<file path="config.mk">
export PLATFORM = sky130hd
export DESIGN_NAME = ntm_vector_summation_top
export DESIGN_NICKNAME = d
export VERILOG_FILES = /design/src/ntm_pkg.sv /design/src/ntm_scalar_sum_if.sv /design/src/ntm_scalar_summation.sv /design/src/ntm_vector_summation.sv /design/src/ntm_vector_summation_top.sv
export VERILOG_INCLUDE_DIRS = /design/src
export SDC_FILE = /design/constraint.sdc
export NUM_CORES = 1
export LEC_CHECK = 0
export BUFFER_PORTS_ARGS = -buffer_cell sky130_fd_sc_hd__buf_2
export CAP_MARGIN = 20
export CELL_PAD_IN_SITES_DETAIL_PLACEMENT = 0
export CELL_PAD_IN_SITES_GLOBAL_PLACEMENT = 1
export CORE_MARGIN = 2
export CORE_UTILIZATION = 49
export CTS_CLUSTER_DIAMETER = 120
export DETAILED_ROUTE_END_ITERATION = 10
export HOLD_SLACK_MARGIN = 0.12
export PLACE_DENSITY_LB_ADDON = 0.1
export SKIP_CTS_REPAIR_TIMING = 1
export SYNTH_ARGS = -nofsm -noshare
export SYNTH_HDL_FRONTEND = slang
export SYNTH_SLANG_ARGS = --single-unit
</file>
<file path="constraint.sdc">
create_clock -name CLK -period 12.85 [get_ports CLK]
set_input_delay 2.57 -clock CLK [delete_from_list [all_inputs] [get_ports CLK]]
set_output_delay 2.57 -clock CLK [all_outputs]
set_load 0.01 [all_outputs]
</file>
<file path="src/ntm_params.svh">
// NTM summation widths for data words and loop counters
`ifndef NTM_PARAMS_SVH
`define NTM_PARAMS_SVH

////////////////////////////////////////
// Data path
////////////////////////////////////////

// Width of data, modulo, size and length values
`define NTM_DATA_SIZE 32

////////////////////////////////////////
// Sequencing
////////////////////////////////////////

// Width of the row and element counters
// Must stay at or below NTM_DATA_SIZE
`define NTM_INDEX_SIZE 16

`endif

</file>
<file path="src/ntm_pkg.sv">
// NTM summation shared types for data words, counters and controller states
`include "ntm_params.svh"

package ntm_pkg;

  ////////////////////////////////////////
  // Data types
  ////////////////////////////////////////

  // Unsigned data word
  typedef logic [`NTM_DATA_SIZE-1:0] ntm_data_t;

  // Unsigned row and element counter
  typedef logic [`NTM_INDEX_SIZE-1:0] ntm_index_t;

  ////////////////////////////////////////
  // Controller FSM
  ////////////////////////////////////////

  typedef enum logic [1:0] {
    starter,       // Idle, waiting for START
    input_vector,  // First element of a row
    input_scalar,  // Later element of the row
    ender          // Result pending from the scalar unit
  } vector_state_t;

endpackage

</file>
<file path="src/ntm_scalar_sum_if.sv">
// NTM scalar summation link between the vector controller and the modular accumulator
`timescale 1ns/100ps

interface ntm_scalar_sum_if;
  import ntm_pkg::*;

  // Controller to unit
  logic      start;
  logic      data_in_enable;
  ntm_data_t modulo;
  ntm_data_t length;
  ntm_data_t data_in;

  // Unit to controller
  logic      data_out_enable;
  logic      ready;
  ntm_data_t data_out;

  // Vector controller side
  modport ctrl (
    output start, data_in_enable, modulo, length, data_in,
    input  data_out_enable, ready, data_out
  );

  // Scalar summation side
  modport unit (
    input  start, data_in_enable, modulo, length, data_in,
    output data_out_enable, ready, data_out
  );

endinterface

</file>
<file path="src/ntm_scalar_summation.sv">
// NTM scalar summation unit, modular accumulator over one row with end-of-row flag
`timescale 1ns/100ps
`include "ntm_params.svh"

module ntm_scalar_summation (
  input logic            CLK,
  input logic            RST,
  ntm_scalar_sum_if.unit sum
);
  import ntm_pkg::*;

  ////////////////////////////////////////
  // Signals
  ////////////////////////////////////////

  // Running sum of the current row
  ntm_data_t acc;

  // Elements summed so far in the row
  ntm_index_t elem_count;
  ntm_index_t count_next;

  // Adder path, one extra bit for the carry
  ntm_data_t               base;
  logic [`NTM_DATA_SIZE:0] sum_wide;
  logic [`NTM_DATA_SIZE:0] sum_red;
  ntm_data_t               sum_mod;

  ////////////////////////////////////////
  // Modular adder
  ////////////////////////////////////////

  always_comb begin
    // First element of a row starts from zero
    base = sum.start ? '0 : acc;
    sum_wide = {1'b0, base} + {1'b0, sum.data_in};
    // Both operands below modulo, so one subtraction is enough
    if (sum_wide >= {1'b0, sum.modulo}) begin
      sum_red = sum_wide - {1'b0, sum.modulo};
    end else begin
      sum_red = sum_wide;
    end
    sum_mod = sum_red[`NTM_DATA_SIZE-1:0];
  end

  // Element count after this element
  always_comb begin
    if (sum.start) begin
      count_next = ntm_index_t'(1);
    end else begin
      count_next = elem_count + 1'b1;
    end
  end

  ////////////////////////////////////////
  // Control registers
  ////////////////////////////////////////

  always_ff @(posedge CLK or posedge RST) begin
    if (RST) begin
      elem_count          <= '0;
      sum.data_out_enable <= 1'b0;
      sum.ready           <= 1'b0;
    end else begin
      // One-cycle answer to every element
      sum.data_out_enable <= sum.data_in_enable;
      sum.ready           <= 1'b0;
      if (sum.data_in_enable) begin
        elem_count <= count_next;
        // Last element of the row reached
        sum.ready  <= (ntm_data_t'(count_next) == sum.length);
      end
    end
  end

  ////////////////////////////////////////
  // Accumulator
  ////////////////////////////////////////

  always_ff @(posedge CLK) begin
    if (sum.data_in_enable) begin
      acc <= sum_mod;
    end
  end

  // Partial sum straight from the accumulator
  assign sum.data_out = acc;

endmodule

</file>
<file path="src/ntm_vector_summation.sv">
// NTM vector summation controller, sequences rows and elements through the scalar unit
`timescale 1ns/100ps

module ntm_vector_summation (
  // Global
  input  logic                CLK,
  input  logic                RST,

  // Control
  input  logic                START,
  output logic                READY,
  input  logic                DATA_IN_VECTOR_ENABLE,
  input  logic                DATA_IN_SCALAR_ENABLE,
  output logic                DATA_OUT_VECTOR_ENABLE,
  output logic                DATA_OUT_SCALAR_ENABLE,

  // Data
  input  ntm_pkg::ntm_data_t  MODULO_IN,
  input  ntm_pkg::ntm_data_t  SIZE_IN,
  input  ntm_pkg::ntm_data_t  LENGTH_IN,
  input  ntm_pkg::ntm_data_t  DATA_IN,
  output ntm_pkg::ntm_data_t  DATA_OUT,

  // Scalar summation unit
  ntm_scalar_sum_if.ctrl      sum
);
  import ntm_pkg::*;

  ////////////////////////////////////////
  // Signals
  ////////////////////////////////////////

  // Controller FSM
  vector_state_t state;

  // Row currently being summed
  ntm_index_t row_index;

  // Element taken this cycle
  logic accept;
  logic accept_first;

  // Current row is the last one
  logic row_last;

  ////////////////////////////////////////
  // Decode
  ////////////////////////////////////////

  // Enables on the wrong line or while a result is pending drop out here
  assign accept_first = (state == input_vector) && DATA_IN_VECTOR_ENABLE;
  assign accept       = accept_first ||
                        ((state == input_scalar) && DATA_IN_SCALAR_ENABLE);

  assign row_last = (ntm_data_t'(row_index) == (SIZE_IN - ntm_data_t'(1)));

  ////////////////////////////////////////
  // FSM and output pulses
  ////////////////////////////////////////

  always_ff @(posedge CLK or posedge RST) begin
    if (RST) begin
      state                  <= starter;
      row_index              <= '0;
      READY                  <= 1'b0;
      DATA_OUT_VECTOR_ENABLE <= 1'b0;
      DATA_OUT_SCALAR_ENABLE <= 1'b0;
      DATA_OUT               <= '0;
      sum.start              <= 1'b0;
      sum.data_in_enable     <= 1'b0;
    end else begin
      // All pulses last one cycle
      READY                  <= 1'b0;
      DATA_OUT_VECTOR_ENABLE <= 1'b0;
      DATA_OUT_SCALAR_ENABLE <= 1'b0;
      sum.start              <= 1'b0;
      sum.data_in_enable     <= 1'b0;

      case (state)
        starter: begin
          if (START) begin
            row_index <= '0;
            state     <= input_vector;
          end
        end
        input_vector: begin
          // First element clears the accumulator
          if (accept) begin
            sum.start          <= 1'b1;
            sum.data_in_enable <= 1'b1;
            state              <= ender;
          end
        end
        input_scalar: begin
          if (accept) begin
            sum.data_in_enable <= 1'b1;
            state              <= ender;
          end
        end
        ender: begin
          if (sum.data_out_enable) begin
            // Partial sum after every element
            DATA_OUT               <= sum.data_out;
            DATA_OUT_SCALAR_ENABLE <= 1'b1;
            if (sum.ready) begin
              // Row total
              DATA_OUT_VECTOR_ENABLE <= 1'b1;
              if (row_last) begin
                READY <= 1'b1;
                state <= starter;
              end else begin
                row_index <= row_index + 1'b1;
                state     <= input_vector;
              end
            end else begin
              state <= input_scalar;
            end
          end
        end
        default: begin
          state <= starter;
        end
      endcase
    end
  end

  ////////////////////////////////////////
  // Operands toward the scalar unit
  ////////////////////////////////////////

  // Captured with each accepted element
  always_ff @(posedge CLK) begin
    if (accept) begin
      sum.modulo  <= MODULO_IN;
      sum.length  <= LENGTH_IN;
      sum.data_in <= DATA_IN;
    end
  end

endmodule

</file>
<file path="src/ntm_vector_summation_top.sv">
// NTM vector summation top level, controller plus scalar modular accumulator
`timescale 1ns/100ps

module ntm_vector_summation_top (
  // Global
  input  logic                CLK,
  input  logic                RST,

  // Control
  input  logic                START,
  output logic                READY,
  input  logic                DATA_IN_VECTOR_ENABLE,
  input  logic                DATA_IN_SCALAR_ENABLE,
  output logic                DATA_OUT_VECTOR_ENABLE,
  output logic                DATA_OUT_SCALAR_ENABLE,

  // Data
  input  ntm_pkg::ntm_data_t  MODULO_IN,
  input  ntm_pkg::ntm_data_t  SIZE_IN,
  input  ntm_pkg::ntm_data_t  LENGTH_IN,
  input  ntm_pkg::ntm_data_t  DATA_IN,
  output ntm_pkg::ntm_data_t  DATA_OUT
);

  // Controller to scalar unit link
  ntm_scalar_sum_if sum_if ();

  // Row and element sequencing
  ntm_vector_summation vector_summation_i (
    .CLK                    (CLK),
    .RST                    (RST),
    .START                  (START),
    .READY                  (READY),
    .DATA_IN_VECTOR_ENABLE  (DATA_IN_VECTOR_ENABLE),
    .DATA_IN_SCALAR_ENABLE  (DATA_IN_SCALAR_ENABLE),
    .DATA_OUT_VECTOR_ENABLE (DATA_OUT_VECTOR_ENABLE),
    .DATA_OUT_SCALAR_ENABLE (DATA_OUT_SCALAR_ENABLE),
    .MODULO_IN              (MODULO_IN),
    .SIZE_IN                (SIZE_IN),
    .LENGTH_IN              (LENGTH_IN),
    .DATA_IN                (DATA_IN),
    .DATA_OUT               (DATA_OUT),
    .sum                    (sum_if.ctrl)
  );

  // Modular accumulator
  ntm_scalar_summation scalar_summation_i (
    .CLK (CLK),
    .RST (RST),
    .sum (sum_if.unit)
  );

endmodule

</file>
==> out/results.ini <==
[logic_synthesis]
ys_types=73
synth_flop_cell=edfxtp_1
synthTopCellsByArea=edfxtp_1, dfrtp_1, ha_1, xnor2_1, xor2_1
syn_inst=1124
netlist_area_um2=12000
yosysTopAreaCell=edfxtp_1
synth_top_cell_area_share_pct=32.1
ys_seq_area_share_pct=47.3
avgSynthCellArea_um2=10.7
async_flop_share_pct=36.3
yosysWarnings=0
synth_seq_cells=201
syn-num-nets=1331
synth-edff-count=128

[drt]
ant_nets=0
num_vias=8951
vias_per_cell=5.45
first_pass_iters=5
first_iter_violations=547
wl_per_cell_um=16.5
drcViolationCount=0
routed_wl_um=27100

[floorplan]
die_width_um=160
start_util_pct=49.6
fp-row-count=57
die_y_um=160
boundaryPins=168
coreArea_um2=24200
dieArea_um2=25700

[sta]
fin_worst_skew_ns=0.0185
hold_violations=0
period_minus_slack_ns=6.64
period_share_pct=51.7
timing.slew.headroom_pct=51.7
setup_viol=0
drv_slew=0
rsz0062_at_grt=no
max_freq_mhz=151
whs_ns=0.500
tns_ns=0
worst_pin_slew_ns=0.714

[setup_path]
path_common_cell=a21oi_1
setup.worst_path.end_class=register
crit_chain=buf_4 > nor2b_1 > ha_1 > fa_1 > a211o_1 > a21oi_1 > a2bb2oi_1 > a21o_1 > a21oi_1 > o21bai_1 > a21oi_1 > xnor2_1 > ha_1 > and4_1 > a21o_1 > or3_1 > a31oi_1 > o2111ai_1 > a31oi_4 > buf_4 > mux2_1
crit_type=reg -> reg
r2r_start=vector_summation_i.sum.start
rrSetupSlack_ns=6.21
startpoint=vector_summation_i.sum.start
max_stage_delay_ns=0.54
r2r-end=scalar_summation_i.sum.data_out[25]
crit_required_ns=13.11
cp_slowest_cell=a31oi_4
worstRegToRegCells=21
crit_fanout=56
cp_data_arrival_time_ns=6.90
cp-start-kind=register

[grt]
overflow=0
grt_max_degree=87
first_global_vias=8825
grt_pass1_wl_um=44100
grtUsageTotal_pct=21.0
grt_antenna_before_repair=0

[placement]
port_buffers=167
gp_congestion=0.875
dpl.hpwl_um=19600
placed_area_um2=13200

[clocking]
path_clk_slew_ns=0.06
cts_sinks=201
cts_buffer_depth=3
cts-buffers-inserted=24
insertion_delay_ns=0.52
root_buffer=clkbuf_16
cts_tree=yes
htree_levels=1

[min_path]
hold_depth=1
hp-class=reg -> reg
min_to=vector_summation_i.DATA_OUT[22]
min_from=scalar_summation_i.sum.data_out[22]

[finish]
antenna_cells=0
final_layout_size_suffix_gt1_share_pct=20.3
fin_util_pct=58.1
multi_input_area_um2=5910
stdcell_area_um2=14000
fillers=2077
final_nets=1506
regArea_um2=5670
area_delta_synth_final_pct=17.2

[outcome]
status=finished clean

[run]
max-cap-violations=0

state kept, by name, indices dropped and copies added (netlist names):
| register | cells |
|---|---|
| scalar_summation_i.sum.ready | 1 |
| vector_summation_i.sum.length | 32 |
| scalar_summation_i.sum.data_out | 32 |
| vector_summation_i.DATA_OUT_SCALAR_ENABLE | 1 |
| vector_summation_i.sum.start | 1 |
| vector_summation_i.sum.data_in_enable | 1 |
| scalar_summation_i.elem_count | 16 |
| vector_summation_i.READY | 1 |
| vector_summation_i.state | 2 |
| scalar_summation_i.sum.data_out_enable | 1 |
| vector_summation_i.DATA_OUT_VECTOR_ENABLE | 1 |
| vector_summation_i.DATA_OUT | 32 |
| vector_summation_i.sum.data_in | 32 |
| vector_summation_i.sum.modulo | 32 |
| vector_summation_i.row_index | 16 |
placed cells by master (no fill, tap or decap), types with 5 or more instances in the layout:
cell type	instances
o21bai_1	11
buf_2	167
dfrtp_1	71
o31ai_1	8
o21ai_0	59
mux2_1	10
a22o_1	9
a31oi_1	15
o21a_1	12
and3_1	11
nor2_1	55
or4_1	5
a211oi_1	9
clkbuf_1	6
nor2b_1	39
nand3_1	28
nor3_1	27
mux2i_1	5
edfxtp_1	128
nand4_1	18
mux2_2	33
nand2b_1	12
a21oi_1	63
nand2_1	72
clkbuf_16	25
and2_1	9
buf_4	6
o211ai_1	7
xor2_1	43
inv_1	72
a21o_1	27
nor4b_1	7
or3_1	7
xnor2_1	66
ha_1	72
nor4_1	16
cells in the mapped netlist (27+ instances only):
| cell type | number |
|---|---|
| nor3_1 | 27 |
| xor2_1 | 43 |
| dfrtp_1 | 73 |
| nor2b_1 | 39 |
| a21o_1 | 27 |
| mux2_2 | 33 |
| a21oi_1 | 63 |
| nor2_1 | 55 |
| inv_1 | 74 |
| nand3_1 | 28 |
| o21ai_0 | 59 |
| xnor2_1 | 66 |
| ha_1 | 72 |
| edfxtp_1 | 128 |
| nand2_1 | 72 |
layer usage:
metal	share of wire [%]	wire (um)	track usage, %	vias up
met4	2.4	657	5.49	0
met5	0	0	0	-
met2	47	12800	35.9	195
met1	46	12500	28.4	4224
li1	-	-	-	4487
met3	4.0	1090	2.92	45
metrics by stage:
step	setup WS (ns)	std cells
6_report	6.21	1641
5_1_grt	5.67	1641
4_1_cts	6.16	1639
3_5_place_dp	6.17	1595
3_3_place_gp	6.34	1595
2_1_floorplan	7.15	1124
critical path, delay by kind of cell (launching register included):
kind,cells,cell delay [ns]
muxes,1,0.37
and+or+nand+nor,3,0.67
adders and majority gates,3,1.02
xor gates and xnor gates,1,0.16
buffers and inverters,2,0.93
AOI/OAI and AO/OA,11,2.87
DFF,1,0.33
layout make-up:
class | count | area share (%)
clock inverter | 9 | 0.944
timing repair buffer | 175 | 6.61
clock buffer | 35 | 5.01
tap | 324 | 2.89
inverter | 76 | 2.06
sequential | 201 | 40.4
multi-input combinational | 821 | 42.1
how the worst max path moves through the flow:
stage | to
floorplan | scalar_summation_i.sum.data_out[11]
finish | scalar_summation_i.sum.data_out[25]
detailed placement | scalar_summation_i.sum.data_out[1]
global placement | scalar_summation_i.sum.data_out[1]
CTS | scalar_summation_i.sum.data_out[25]
global route | scalar_summation_i.sum.data_out[1]
cell families (layout without fill, tap and decap cells):
| logic type | after synthesis | after routing | share of synthesized area [%] |
|---|---|---|---|
| compound gates | 268 | 268 | 14.9 |
| xor+xnor | 109 | 109 | 7.97 |
| fa+ha+maj | 74 | 74 | 7.85 |
| buf+inv | 102 | 295 | 3.41 |
| flops | 201 | 201 | 47.3 |
| mux | 48 | 48 | 4.46 |
| simple gates | 322 | 322 | 14.1 |
Power is not shown: default switching activity piles up to over one toggle a cycle in this logic, so the estimate is an artifact.
